$ cat src/mh_pkg.sv
// Miss handler package with widths, shared types, payload structs and state encodings
`default_nettype none

package mh_pkg;

    // Line geometry and bus width
    localparam int unsigned MEM_DATA_W  = 64;
    localparam int unsigned CL_WORDS    = 4;
    localparam int unsigned CL_OFFSET_W = 5;

    // The MSHR index is taken from the low line-number bits
    localparam int unsigned MSHR_IDX_W  = 2;
    localparam int unsigned MSHR_NTAG_W = 27 - MSHR_IDX_W;

    typedef logic [31:0]             addr_t;
    typedef logic [26:0]             nline_t;
    typedef logic [6:0]              set_t;
    typedef logic [19:0]             tag_t;
    typedef logic [1:0]              way_t;
    typedef logic [1:0]              word_t;
    typedef logic [MEM_DATA_W-1:0]   data_t;
    typedef logic [2:0]              sid_t;
    typedef logic [3:0]              tid_t;
    typedef logic [MSHR_IDX_W-1:0]   mshr_set_t;
    typedef logic [7:0]              len_t;

    typedef struct packed {
        nline_t nline;
        tid_t   tid;
        sid_t   sid;
        word_t  word;
        way_t   victim_way;
        logic   need_rsp;
    } alloc_req_t;

    // Stored entry, the index bits are implied by the slot
    typedef struct packed {
        logic [MSHR_NTAG_W-1:0] ntag;
        tid_t                   tid;
        sid_t                   sid;
        word_t                  word;
        way_t                   way;
        logic                   need_rsp;
    } mshr_entry_t;

    typedef struct packed {
        addr_t     addr;
        len_t      len;
        mshr_set_t id;
    } mem_req_t;

    typedef struct packed {
        data_t     data;
        mshr_set_t id;
        logic      error;
        logic      last;
    } mem_rsp_t;

    typedef struct packed {
        logic      error;
        mshr_set_t id;
    } resp_meta_t;

    typedef struct packed {
        logic valid;
        tag_t tag;
    } dir_entry_t;

    typedef struct packed {
        data_t data;
        sid_t  sid;
        tid_t  tid;
        logic  error;
    } core_rsp_t;

    typedef enum logic {
        REFILL_IDLE,
        REFILL_WRITE
    } refill_state_e;

    typedef enum logic {
        MISS_REQ_IDLE,
        MISS_REQ_SEND
    } miss_req_state_e;

endpackage

`default_nettype wire
$ cat src/miss_handler.sv
// Cache miss handler top level joining request, MSHR, response buffer and refill control
`default_nettype none
`timescale 1ns/1ps

module miss_handler
    import mh_pkg::*;
#(
    parameter int unsigned MSHR_SETS  = 4,
    parameter int unsigned META_DEPTH = 2
) (
    input  wire logic        clk_i,
    input  wire logic        rst_ni,

    // Allocation and pending-line check
    input  wire logic        alloc_i,
    input  wire alloc_req_t  alloc_req_i,
    output logic             alloc_ready_o,
    output logic             alloc_full_o,
    input  wire logic        check_i,
    input  wire nline_t      check_nline_i,
    output logic             check_hit_o,
    output logic             mshr_empty_o,
    output logic             mshr_full_o,

    // Memory side
    input  wire logic        mem_req_ready_i,
    output logic             mem_req_valid_o,
    output mem_req_t         mem_req_o,
    input  wire logic        mem_resp_valid_i,
    input  wire mem_rsp_t    mem_resp_i,
    output logic             mem_resp_ready_o,

    // Cache refill side
    input  wire logic        refill_req_ready_i,
    output logic             refill_req_valid_o,
    output logic             refill_busy_o,
    output logic             refill_write_data_o,
    output logic             refill_write_dir_o,
    output logic             refill_updt_rtab_o,
    output logic             refill_is_error_o,
    output set_t             refill_set_o,
    output way_t             refill_way_o,
    output word_t            refill_word_o,
    output nline_t           refill_nline_o,
    output data_t            refill_data_o,
    output dir_entry_t       refill_dir_entry_o,

    output logic             core_rsp_valid_o,
    output core_rsp_t        core_rsp_o
);

    logic        alloc_take;
    logic        mshr_empty;
    logic        meta_valid;
    resp_meta_t  meta;
    logic        meta_pop;
    logic        data_pop;
    data_t       resp_data;
    logic        ack;
    mshr_set_t   ack_id;
    nline_t      ack_nline;
    mshr_entry_t ack_entry;

    mh_miss_req u_miss_req (
        .clk_i, .rst_ni,
        .alloc_i, .alloc_nline_i(alloc_req_i.nline), .alloc_ready_o,
        .alloc_take_o(alloc_take),
        .mem_req_ready_i, .mem_req_valid_o, .mem_req_o
    );

    mh_mshr #(.MSHR_SETS(MSHR_SETS)) u_mshr (
        .clk_i, .rst_ni,
        .alloc_i(alloc_take), .alloc_req_i, .alloc_full_o,
        .check_i, .check_nline_i, .check_hit_o,
        .ack_i(ack), .ack_id_i(ack_id), .ack_nline_o(ack_nline), .ack_entry_o(ack_entry),
        .empty_o(mshr_empty), .full_o(mshr_full_o)
    );

    mh_resp_buf #(.META_DEPTH(META_DEPTH)) u_resp_buf (
        .clk_i, .rst_ni,
        .mem_resp_valid_i, .mem_resp_i, .mem_resp_ready_o,
        .meta_valid_o(meta_valid), .meta_o(meta), .meta_pop_i(meta_pop),
        .data_o(resp_data), .data_pop_i(data_pop)
    );

    mh_refill_ctrl u_refill_ctrl (
        .clk_i, .rst_ni,
        .meta_valid_i(meta_valid), .meta_i(meta), .meta_pop_o(meta_pop),
        .data_pop_o(data_pop), .data_i(resp_data),
        .refill_req_ready_i, .refill_req_valid_o,
        .ack_o(ack), .ack_id_o(ack_id), .ack_nline_i(ack_nline), .ack_entry_i(ack_entry),
        .refill_busy_o, .refill_write_data_o, .refill_write_dir_o, .refill_updt_rtab_o,
        .refill_is_error_o, .refill_set_o, .refill_way_o, .refill_word_o,
        .refill_nline_o, .refill_data_o, .refill_dir_entry_o,
        .core_rsp_valid_o, .core_rsp_o
    );

    // No miss is in flight once the slots are free and the last refill is done
    assign mshr_empty_o = mshr_empty & ~refill_busy_o;

endmodule

`default_nettype wire

$ cat src/mh_refill_ctrl.sv
// Refill controller sequencing cache data and directory writes and the core response
`default_nettype none
`timescale 1ns/1ps

module mh_refill_ctrl
    import mh_pkg::*;
(
    input  wire logic         clk_i,
    input  wire logic         rst_ni,

    input  wire logic         meta_valid_i,
    input  wire resp_meta_t   meta_i,
    output logic              meta_pop_o,
    output logic              data_pop_o,
    input  wire data_t        data_i,

    input  wire logic         refill_req_ready_i,
    output logic              refill_req_valid_o,

    output logic              ack_o,
    output mshr_set_t         ack_id_o,
    input  wire nline_t       ack_nline_i,
    input  wire mshr_entry_t  ack_entry_i,

    output logic              refill_busy_o,
    output logic              refill_write_data_o,
    output logic              refill_write_dir_o,
    output logic              refill_updt_rtab_o,
    output logic              refill_is_error_o,
    output set_t              refill_set_o,
    output way_t              refill_way_o,
    output word_t             refill_word_o,
    output nline_t            refill_nline_o,
    output data_t             refill_data_o,
    output dir_entry_t        refill_dir_entry_o,

    output logic              core_rsp_valid_o,
    output core_rsp_t         core_rsp_o
);

    refill_state_e state_q, state_d;
    word_t         cnt_q, cnt_d;
    nline_t        nline_q;
    mshr_entry_t   entry_q;
    logic          rsp_load;
    logic          rsp_valid_q;
    core_rsp_t     rsp_q;

    // The head metadata stays in place for the whole refill
    assign refill_is_error_o = meta_i.error;
    assign ack_id_o          = meta_i.id;

    always_comb begin
        refill_req_valid_o  = 1'b0;
        ack_o               = 1'b0;
        data_pop_o          = 1'b0;
        meta_pop_o          = 1'b0;
        refill_write_data_o = 1'b0;
        refill_write_dir_o  = 1'b0;
        refill_updt_rtab_o  = 1'b0;
        rsp_load            = 1'b0;
        cnt_d               = cnt_q;
        state_d             = state_q;

        unique case (state_q)
            REFILL_IDLE: begin
                refill_req_valid_o = meta_valid_i;
                if (meta_valid_i && refill_req_ready_i) begin
                    // Free the MSHR slot and latch its contents
                    ack_o   = 1'b1;
                    cnt_d   = '0;
                    state_d = REFILL_WRITE;
                end
            end
            REFILL_WRITE: begin
                data_pop_o          = 1'b1;
                refill_write_data_o = ~meta_i.error;
                rsp_load            = entry_q.need_rsp & (cnt_q == entry_q.word);
                cnt_d               = cnt_q + 1'b1;
                if (cnt_q == word_t'(CL_WORDS - 1)) begin
                    refill_write_dir_o = 1'b1;
                    refill_updt_rtab_o = 1'b1;
                    meta_pop_o         = 1'b1;
                    state_d            = REFILL_IDLE;
                end
            end
        endcase
    end

    always_ff @(posedge clk_i or negedge rst_ni) begin
        if (!rst_ni) begin
            state_q     <= REFILL_IDLE;
            cnt_q       <= '0;
            rsp_valid_q <= 1'b0;
        end else begin
            state_q     <= state_d;
            cnt_q       <= cnt_d;
            rsp_valid_q <= rsp_load;
        end
    end

    always_ff @(posedge clk_i) begin
        if (ack_o) begin
            nline_q <= ack_nline_i;
            entry_q <= ack_entry_i;
        end
        if (rsp_load) begin
            rsp_q <= '{data: data_i, sid: entry_q.sid, tid: entry_q.tid, error: meta_i.error};
        end
    end

    assign refill_busy_o  = (state_q != REFILL_IDLE);
    assign refill_set_o   = nline_q[6:0];
    assign refill_way_o   = entry_q.way;
    assign refill_word_o  = cnt_q;
    assign refill_nline_o = nline_q;
    assign refill_data_o  = data_i;

    // An error leaves the preallocated line invalid
    assign refill_dir_entry_o = '{valid: ~meta_i.error, tag: nline_q[26:7]};

    // One-deep response register, the core never stalls
    assign core_rsp_valid_o = rsp_valid_q;
    assign core_rsp_o       = rsp_q;

endmodule

`default_nettype wire

$ cat src/mh_resp_buf.sv
// Memory response buffer holding refill data beats and per-line metadata
`default_nettype none
`timescale 1ns/1ps

module mh_resp_buf
    import mh_pkg::*;
#(
    parameter int unsigned META_DEPTH = 2
) (
    input  wire logic      clk_i,
    input  wire logic      rst_ni,

    input  wire logic      mem_resp_valid_i,
    input  wire mem_rsp_t  mem_resp_i,
    output logic           mem_resp_ready_o,

    output logic           meta_valid_o,
    output resp_meta_t     meta_o,
    input  wire logic      meta_pop_i,

    output data_t          data_o,
    input  wire logic      data_pop_i
);

    localparam int unsigned DATA_DEPTH = META_DEPTH * CL_WORDS;
    localparam int unsigned DPTR_W     = $clog2(DATA_DEPTH);
    localparam int unsigned DCNT_W     = $clog2(DATA_DEPTH + 1);
    localparam int unsigned MPTR_W     = (META_DEPTH > 1) ? $clog2(META_DEPTH) : 1;
    localparam int unsigned MCNT_W     = $clog2(META_DEPTH + 1);

    data_t              data_mem [DATA_DEPTH];
    logic [DPTR_W-1:0]  data_wr_q, data_rd_q;
    logic [DCNT_W-1:0]  data_cnt_q;

    resp_meta_t         meta_mem [META_DEPTH];
    logic [MPTR_W-1:0]  meta_wr_q, meta_rd_q;
    logic [MCNT_W-1:0]  meta_cnt_q;

    logic               data_wok, meta_wok;
    logic               data_push, meta_push;

    assign data_wok = (data_cnt_q != DCNT_W'(DATA_DEPTH));
    assign meta_wok = (meta_cnt_q != MCNT_W'(META_DEPTH));

    // The last beat is only taken if its metadata fits too
    assign mem_resp_ready_o = mem_resp_valid_i & data_wok & (meta_wok | ~mem_resp_i.last);
    assign data_push        = mem_resp_ready_o;
    assign meta_push        = mem_resp_ready_o & mem_resp_i.last;

    assign data_o       = data_mem[data_rd_q];
    assign meta_o       = meta_mem[meta_rd_q];
    assign meta_valid_o = (meta_cnt_q != '0);

    // Data beats
    always_ff @(posedge clk_i or negedge rst_ni) begin
        if (!rst_ni) begin
            data_wr_q  <= '0;
            data_rd_q  <= '0;
            data_cnt_q <= '0;
        end else begin
            if (data_push) begin
                data_wr_q <= (data_wr_q == DPTR_W'(DATA_DEPTH - 1)) ? '0 : data_wr_q + 1'b1;
            end
            if (data_pop_i) begin
                data_rd_q <= (data_rd_q == DPTR_W'(DATA_DEPTH - 1)) ? '0 : data_rd_q + 1'b1;
            end
            data_cnt_q <= data_cnt_q + DCNT_W'(data_push) - DCNT_W'(data_pop_i);
        end
    end

    // Line metadata
    always_ff @(posedge clk_i or negedge rst_ni) begin
        if (!rst_ni) begin
            meta_wr_q  <= '0;
            meta_rd_q  <= '0;
            meta_cnt_q <= '0;
        end else begin
            if (meta_push) begin
                meta_wr_q <= (meta_wr_q == MPTR_W'(META_DEPTH - 1)) ? '0 : meta_wr_q + 1'b1;
            end
            if (meta_pop_i) begin
                meta_rd_q <= (meta_rd_q == MPTR_W'(META_DEPTH - 1)) ? '0 : meta_rd_q + 1'b1;
            end
            meta_cnt_q <= meta_cnt_q + MCNT_W'(meta_push) - MCNT_W'(meta_pop_i);
        end
    end

    always_ff @(posedge clk_i) begin
        if (data_push) begin
            data_mem[data_wr_q] <= mem_resp_i.data;
        end
        if (meta_push) begin
            meta_mem[meta_wr_q] <= '{error: mem_resp_i.error, id: mem_resp_i.id};
        end
    end

endmodule

`default_nettype wire

$ cat src/mh_mshr.sv
// Miss status holding registers, one entry per set, with allocate, check and acknowledge
`default_nettype none
`timescale 1ns/1ps

module mh_mshr
    import mh_pkg::*;
#(
    parameter int unsigned MSHR_SETS = 4
) (
    input  wire logic        clk_i,
    input  wire logic        rst_ni,

    input  wire logic        alloc_i,
    input  wire alloc_req_t  alloc_req_i,
    output logic             alloc_full_o,

    input  wire logic        check_i,
    input  wire nline_t      check_nline_i,
    output logic             check_hit_o,

    input  wire logic        ack_i,
    input  wire mshr_set_t   ack_id_i,
    output nline_t           ack_nline_o,
    output mshr_entry_t      ack_entry_o,

    output logic             empty_o,
    output logic             full_o
);

    logic [MSHR_SETS-1:0] valid_q;
    mshr_entry_t          entry_q [MSHR_SETS];

    int unsigned          alloc_idx;
    int unsigned          check_idx;
    int unsigned          ack_idx;
    mshr_entry_t          alloc_entry;

    // Slot selected by the low line-number bits
    function automatic int unsigned set_idx(mshr_set_t s);
        return int'(s) % MSHR_SETS;
    endfunction

    assign alloc_idx = set_idx(alloc_req_i.nline[MSHR_IDX_W-1:0]);
    assign check_idx = set_idx(check_nline_i[MSHR_IDX_W-1:0]);
    assign ack_idx   = set_idx(ack_id_i);

    assign alloc_entry.ntag     = alloc_req_i.nline[26:MSHR_IDX_W];
    assign alloc_entry.tid      = alloc_req_i.tid;
    assign alloc_entry.sid      = alloc_req_i.sid;
    assign alloc_entry.word     = alloc_req_i.word;
    assign alloc_entry.way      = alloc_req_i.victim_way;
    assign alloc_entry.need_rsp = alloc_req_i.need_rsp;

    // Caller must hold off while the target slot is busy
    assign alloc_full_o = valid_q[alloc_idx];

    assign check_hit_o = check_i & valid_q[check_idx] &
                         (entry_q[check_idx].ntag == check_nline_i[26:MSHR_IDX_W]);

    // The memory id carries the index bits back with the response
    assign ack_entry_o = entry_q[ack_idx];
    assign ack_nline_o = {entry_q[ack_idx].ntag, ack_id_i};

    assign empty_o = ~|valid_q;
    assign full_o  = &valid_q;

    always_ff @(posedge clk_i or negedge rst_ni) begin
        if (!rst_ni) begin
            valid_q <= '0;
        end else begin
            if (ack_i) begin
                valid_q[ack_idx] <= 1'b0;
            end
            if (alloc_i) begin
                valid_q[alloc_idx] <= 1'b1;
            end
        end
    end

    always_ff @(posedge clk_i) begin
        if (alloc_i) begin
            entry_q[alloc_idx] <= alloc_entry;
        end
    end

endmodule

`default_nettype wire

$ cat src/mh_miss_req.sv
// Miss request block that accepts one allocation and issues its line read to memory
`default_nettype none
`timescale 1ns/1ps

module mh_miss_req
    import mh_pkg::*;
(
    input  wire logic     clk_i,
    input  wire logic     rst_ni,

    input  wire logic     alloc_i,
    input  wire nline_t   alloc_nline_i,
    output logic          alloc_ready_o,
    output logic          alloc_take_o,

    input  wire logic     mem_req_ready_i,
    output logic          mem_req_valid_o,
    output mem_req_t      mem_req_o
);

    miss_req_state_e state_q, state_d;
    nline_t          nline_q;

    always_comb begin
        alloc_ready_o   = 1'b0;
        alloc_take_o    = 1'b0;
        mem_req_valid_o = 1'b0;
        state_d         = state_q;

        unique case (state_q)
            MISS_REQ_IDLE: begin
                alloc_ready_o = 1'b1;
                alloc_take_o  = alloc_i;
                if (alloc_i) begin
                    state_d = MISS_REQ_SEND;
                end
            end
            MISS_REQ_SEND: begin
                // Hold the request until memory takes it
                mem_req_valid_o = 1'b1;
                if (mem_req_ready_i) begin
                    state_d = MISS_REQ_IDLE;
                end
            end
        endcase
    end

    always_ff @(posedge clk_i or negedge rst_ni) begin
        if (!rst_ni) begin
            state_q <= MISS_REQ_IDLE;
        end else begin
            state_q <= state_d;
        end
    end

    always_ff @(posedge clk_i) begin
        if (alloc_take_o) begin
            nline_q <= alloc_nline_i;
        end
    end

    // Full line burst, the id selects the MSHR set on the way back
    assign mem_req_o.addr = {nline_q, {CL_OFFSET_W{1'b0}}};
    assign mem_req_o.len  = len_t'(CL_WORDS - 1);
    assign mem_req_o.id   = nline_q[MSHR_IDX_W-1:0];

endmodule

`default_nettype wire

$ cat config.mk
export PLATFORM = sky130hd
export DESIGN_NAME = miss_handler
export DESIGN_NICKNAME = d
export VERILOG_FILES = /design/src/mh_pkg.sv /design/src/miss_handler.sv /design/src/mh_refill_ctrl.sv /design/src/mh_resp_buf.sv /design/src/mh_mshr.sv /design/src/mh_miss_req.sv
export SDC_FILE = /design/constraint.sdc
export NUM_CORES = 1
export LEC_CHECK = 0
export BUFFER_PORTS_ARGS = -buffer_cell sky130_fd_sc_hd__buf_2
export CAP_MARGIN = 20
export CORE_MARGIN = 2
export CORE_UTILIZATION = 65
export CTS_BUF_LIST = sky130_fd_sc_hd__clkbuf_8
export DETAILED_ROUTE_END_ITERATION = 12
export PLACE_DENSITY = 0.95
export SETUP_SLACK_MARGIN = 0.5
export SKIP_LAST_GASP = 1
export SLEW_MARGIN = 20
export SYNTH_ARGS = -nofsm -noshare
export SYNTH_HDL_FRONTEND = slang
export SYNTH_HIERARCHICAL = 1
export SYNTH_SLANG_ARGS = --single-unit
$ cat constraint.sdc
create_clock -name clk_i -period 23.1 [get_ports clk_i]
set_clock_uncertainty 0.1 [all_clocks]
set_input_delay 4.62 -clock clk_i [delete_from_list [all_inputs] [get_ports clk_i]]
set_output_delay 4.62 -clock clk_i [all_outputs]
set_load 0.01 [all_outputs]
======== Word level (Yosys, flattened, before mapping) ========
Memories as Yosys holds them, arrays and structs flattened. A register that Yosys moved wholly into a read port is not among the register bits.
Index checks and enable logic that the tools add are counted.
Widths: inputs -> output; s select.
cells by class
  $add $sub $neg .......................... 9
  $lt $le $gt $ge ......................... 5
  eq/ne operators ......................... 8
  mux-type cells .......................... 38
  bitwise gates (word level) .............. 15
  reductions and logical operators ........ 7
operator list
  operator             count
  $mux 1               26
  $eq 25x25->1         1
  $lt 2x3->1 const B   3
  $mux 4               2
  $and 1x1->1          7
  $add 3x1->3 const B  2
  $eq 3x3->1 const B   2
  $mux 3               2
  $add 4x1->4          1
  $and 4x4->4          1
  $bmux 1 s2           2
  $demux 1 s2          2
  $ge 2x1->1 const B   2
  $ne 4x4->1 const B   1
  $not 1->1            4
  $not 4->4            1
  $or 4x4->4           1
  $pmux 1 s2           2
  $pmux 2 s2           1
  $reduce_and 4->1     1
  $reduce_or 4->1      1
  $sub 4x1->4          1
  $logic_and 1x1->1    3
  $add 1x1->1 const B  2
  other kinds (11)     11
word-level totals
  bits in registers ....................... 149
  RAM bits ................................ 666
  output and inout bits ................... 251
  word-level logic and storage cells ...... 102
  memories ................................ 3
memories
  name                 depth  width  read ports  clocked after Yosys merged registers in  wr ports  RTL line           RTL
  u_resp_buf.data_mem  8      64     1           0                                        1         mh_resp_buf.sv:31  data_t data_mem [DATA_DEPTH];
  u_mshr.entry_q       4      37     2           1                                        1         mh_mshr.sv:31      mshr_entry_t entry_q [MSHR_SETS];
  u_resp_buf.meta_mem  2      3      1           0                                        1         mh_resp_buf.sv:35  resp_meta_t meta_mem [META_DEPTH];

======== Longest topological paths before layout ========
An unclocked memory read counts as a cell.
  word-level depth ........................ 10
  mapped depth ............................ 9
  depth with buffers taken out ............ 9

======== Cells and area by module ========
Netlist, hierarchy kept.
modules (own cells, without submodules)
  module          instances  cells each  area an instance (um^2)  sequential area each (um^2)
  mh_resp_buf     1          828         20228.2                  15905.3
  mh_mshr         1          346         6904.1                   4544.4
  mh_refill_ctrl  1          231         4297.9                   3433.3
  mh_miss_req     1          48          975.9                    835.8
  miss_handler    1          1           13.8                     0.0

======== Worst setup path before layout ========
OpenSTA, ideal clock, no wires.
  path type ............................... input-to-reg
  start point ............................. in mem_resp_i[0] (netlist name)
  end point ............................... mem u_resp_buf/data_mem[0][0] (netlist name) (enable)
  setup time .............................. 646 ps
  data arrival time ....................... 11037 ps
  data required time ...................... 22354 ps
  slack ................................... 11318 ps
  stages on the path ...................... 3
  cell sequence ........................... nand3b_1 > nand3_1 > nor4_1
on the way
  cells in the longest elaborated chain, start to end .. 5
ends and longest elaborated chain
  element                       RTL line            RTL
  start, declared               miss_handler.sv:30  input wire mem_rsp_t mem_resp_i,
  $not 1->1                     mh_resp_buf.sv:46   assign mem_resp_ready_o = mem_resp_valid_i & data_wok & (meta_wok | ~mem_resp_i.last);
  $or 1x1->1                    mh_resp_buf.sv:46
  $and 1x1->1                   mh_resp_buf.sv:46
  $mux 1                        mh_resp_buf.sv:89   if (data_push) begin
  $mux 1 (implied by the code)  mh_resp_buf.sv:90   data_mem[data_wr_q] <= mem_resp_i.data;
  end, declared                 mh_resp_buf.sv:31
Every way passes these cells.

======== Worst setup path in the final report ========
  start point ............................. in check_nline_i[1]
  end point ............................... out check_hit_o
on the way
  cells in the longest elaborated chain, start to end .. 4
  elaborated cells on any way between the ends .. 6
  those cells by class .................... eq/ne (1); mux (2); bitwise (2); memory (1)
ends and longest elaborated chain
  element                                                               RTL line            RTL
  start, declared                                                       miss_handler.sv:20  input wire nline_t check_nline_i,
  parallel branches: the longest is 3 deep, another holds $mem_v2 4x37  -
  $and 1x1->1 *                                                         mh_mshr.sv:57       assign check_hit_o = check_i & valid_q[check_idx] &
  end, declared                                                         miss_handler.sv:21  output logic check_hit_o,
Every way passes the cells marked *. The select of a mux whose other input is x is not followed.

==> impl_metrics.json <==
{
  "antenna_violating_nets_post_route": 0,
  "internal_power_mw": 2.96,
  "cts_tree": "built",
  "synth_edf_count": 804,
  "cp-endpoint": "check_hit_o",
  "dieArea_mm2": 0.0517,
  "avgSynthCellArea_um2": 22.3,
  "async_flop_share_pct": 2.78,
  "grt_max_degree": 81,
  "nets": 1946,
  "worst-slew-pin-transition_ns": 1.16,
  "grt_overflow": 0,
  "fin_crit_ns": 12.14,
  "hold_class": "reg -> reg",
  "multiInputGateArea_mm2": 0.00637,
  "ir_drop_v": 0.0000723,
  "r2r-start": "u_resp_buf/data_rd_q[0]$_DFFE_PN0P_",
  "power_frac_seq_pct": 48.0,
  "yosys_warnings": 6,
  "powerDensity_mw_per_mm2": 117,
  "grt_pass1_vias": 16700,
  "setup_viol": 0,
  "dp_hpwl_um": 42800,
  "clk_pin_slew_worst_paths_ns": 0.06,
  "initial_utilization_pct": 66.1,
  "synth_cell_types": 58,
  "cp_cell_sequence": "buf_2 -> mux2i_1 -> o22ai_1 -> a211o_2 -> nor3_1 -> o2111ai_1 -> nor4_2 -> buf_2",
  "status": "completed",
  "numPortBuffers": 378,
  "critPathKind": "in -> out",
  "path_max_fanout": 38,
  "clk_latency_ns": 0.75,
  "fmax_mhz": 82.4,
  "r2r_setup_slack_ns": 19.06,
  "rsz0062_at_grt": "false",
  "clock-sinks": 827,
  "wl_per_cell_um": 27.8,
  "final_common_cell": "edfxtp_1",
  "grt_pass1_wl_um": 104000,
  "worst_slew_margin_rel_pct": 22.7,
  "cp_num_cells": 8,
  "hold_viol": 0,
  "r2r_cells": 4,
  "ys_seq_area_share_pct": 76.2,
  "p_sw_mw": 1.28,
  "cpMostUsedCell": "buf_2",
  "syn_area_mm2": 0.0324,
  "drive_gt1_share_pct": 43.1,
  "first_iter_violations": 1968,
  "grt_usage_pct": 27.9,
  "p_comb_share_pct": 26.9,
  "holdWs_ns": 0.307,
  "placementRows": 81,
  "fill_cells": 2525,
  "worst_slack_ns": 10.96,
  "antenna_found_initial": 11,
  "gp_congestion": 0.847,
  "root_buffer": "clkbuf_8",
  "clockBufferDepth": 3,
  "cp.required_ns": 18.38,
  "arrival_ns": 7.42,
  "crit_path_top_delay_cell": "buf_2",
  "via_per_inst": 6.28,
  "tns_ns": 0,
  "cts_resized": 0,
  "power.total_mw": 4.24,
  "end_kind": "output port",
  "ys_ff_latch": 827,
  "reg2reg_to": "u_refill_ctrl/core_rsp_o[10]$_DFFE_PP_",
  "crit_path_start_kind": "input port",
  "dieWidth_um": 227,
  "syn_inst": 1454,
  "drcViolationCount": 0,
  "core-area_mm2": 0.0491,
  "p_leak_nw": 12.6,
  "die_h_um": 227,
  "path_buf_inv": 2,
  "wirelength_um": 71400,
  "final_util_pct": 73.9,
  "cts_buffers": 118,
  "htreeDepth": 3,
  "drtPass1Iterations": 5,
  "max_cap_violations": 0,
  "post-cts-setup-buffer-count": 0,
  "holdBufCountCts": 0,
  "max_stage_delay_ns": 0.78,
  "via_count": 16100,
  "final_max_slew_viol_count": 0,
  "ioPinCount": 392,
  "switching_share_pct": 30.2,
  "ys.flop_type": "edfxtp_1",
  "seqCellArea_mm2": 0.0247,
  "crit_family": "buffers and inverters",
  "syn2layout_area_growth_pct": 11.9,
  "finalCritPeriodShare_pct": 52.6,
  "pre_cts_ws_ns": 11.15,
  "p_clk_share_pct": 25.1,
  "layout_common_cells": "804 x edfxtp_1, 378 x buf_2, 169 x mux4_2",
  "crit_start": "check_nline_i[1]"
}
## per-stage QoR
stage	std cells	area, um^2
detailed placement	2337	34000
floorplan	1465	32500
CTS	2554	36200
finish	2567	36300
global route	2559	36200
global placement	2337	34000
## how the worst min path moves through the flow
stage / cells after the start / endpoint / slack (ns) / startpoint
after floorplan: 0 / u_refill_ctrl/core_rsp_o[1]$_DFFE_PP_ / 0.30 / u_refill_ctrl/entry_q[8]$_DFFE_PP_
after global placement: 0 / u_refill_ctrl/core_rsp_o[7]$_DFFE_PP_ / 0.31 / u_refill_ctrl/entry_q[7]$_DFFE_PP_
after detailed placement: 0 / u_refill_ctrl/core_rsp_o[1]$_DFFE_PP_ / 0.31 / u_refill_ctrl/entry_q[8]$_DFFE_PP_
after CTS: 0 / u_refill_ctrl/core_rsp_o[1]$_DFFE_PP_ / 0.29 / u_refill_ctrl/entry_q[8]$_DFFE_PP_
after global routing: 0 / u_refill_ctrl/core_rsp_o[1]$_DFFE_PP_ / 0.31 / u_refill_ctrl/entry_q[8]$_DFFE_PP_
final: 0 / u_refill_ctrl/core_rsp_o[1]$_DFFE_PP_ / 0.31 / u_refill_ctrl/entry_q[8]$_DFFE_PP_
## cells in the mapped netlist, types with 3 or more instances
master,n,area [um^2]
o21ai_0,6,30.0
inv_1,11,41.3
buf_1,13,48.8
a21o_1,5,37.5
nor2b_1,7,43.8
mux4_2,169,3810
mux2_2,72,811
nand3_1,5,25.0
buf_2,9,45.0
edfxtp_1,804,24100
nand2_1,12,45.0
mux4_1,13,342
nand2b_1,4,25.0
ha_1,11,138
buf_4,143,1070
buf_6,14,158
clkbuf_1,13,48.8
nor3_1,8,40.0
nor2_1,9,33.8
dfrtp_1,23,576
a21oi_1,4,20.0
xor2_1,7,61.3
mux2i_1,23,230
o22ai_1,3,18.8
nand4_1,3,18.8
xnor2_1,24,210
## flip-flops by register name (all words and copies together), names as in the netlist, 2 cells and up
signal,count
u_resp_buf/data_mem,512
u_miss_req/nline_q,27
u_refill_ctrl/entry_q,10
u_refill_ctrl/refill_way_o,2
u_mshr/entry_q,148
u_refill_ctrl/core_rsp_o,72
u_resp_buf/meta_mem,6
u_resp_buf/meta_cnt_q,2
u_resp_buf/data_rd_q,3
u_refill_ctrl/refill_word_o,2
u_mshr/valid_q,4
u_resp_buf/data_wr_q,3
u_resp_buf/data_cnt_q,4
u_refill_ctrl/refill_nline_o,27
## routing by layer
metal | vias up | wire [um] | GRT usage (%)
li1 | 6533 | - | -
met1 | 8240 | 24400 | 35.2
met2 | 1134 | 36900 | 47.6
met3 | 200 | 7730 | 7.45
met4 | 10 | 2220 | 9.09
met5 | - | 60 | 0
## area by class of cell
| cell class | count | share of cell area [%] |
|---|---|---|
| Sequential cell | 827 | 68.2 |
| Multi-Input combinational cell | 432 | 17.6 |
| Timing Repair Buffer | 402 | 5.71 |
| Clock buffer | 120 | 4.55 |
| Tap cell | 664 | 2.29 |
| Clock inverter | 97 | 1.49 |
| Inverter | 12 | 0.124 |
| Antenna cell | 13 | 0.0897 |
## power groups by stage
stage	registers [mW]	clock network [mW]	logic, mW
2_1_floorplan	2.03	0	0.940
3_3_place_gp	2.04	0	1.08
3_5_place_dp	2.06	0	1.14
4_1_cts	2.04	1.08	1.15
5_1_grt	2.05	1.14	1.21
6_report	2.04	1.07	1.14
## logic make-up after synthesis
logic type | synth area share [%]
and+or+nand+nor | 1.18
buffers and inverters | 4.48
DFF | 76.2
muxes | 16.0
AOI/OAI and AO/OA | 0.737
other | 0.0232
xor gates and xnor gates | 0.837
adders and majority gates | 0.486
No activity file was read; power rests on OpenSTA's default activity.
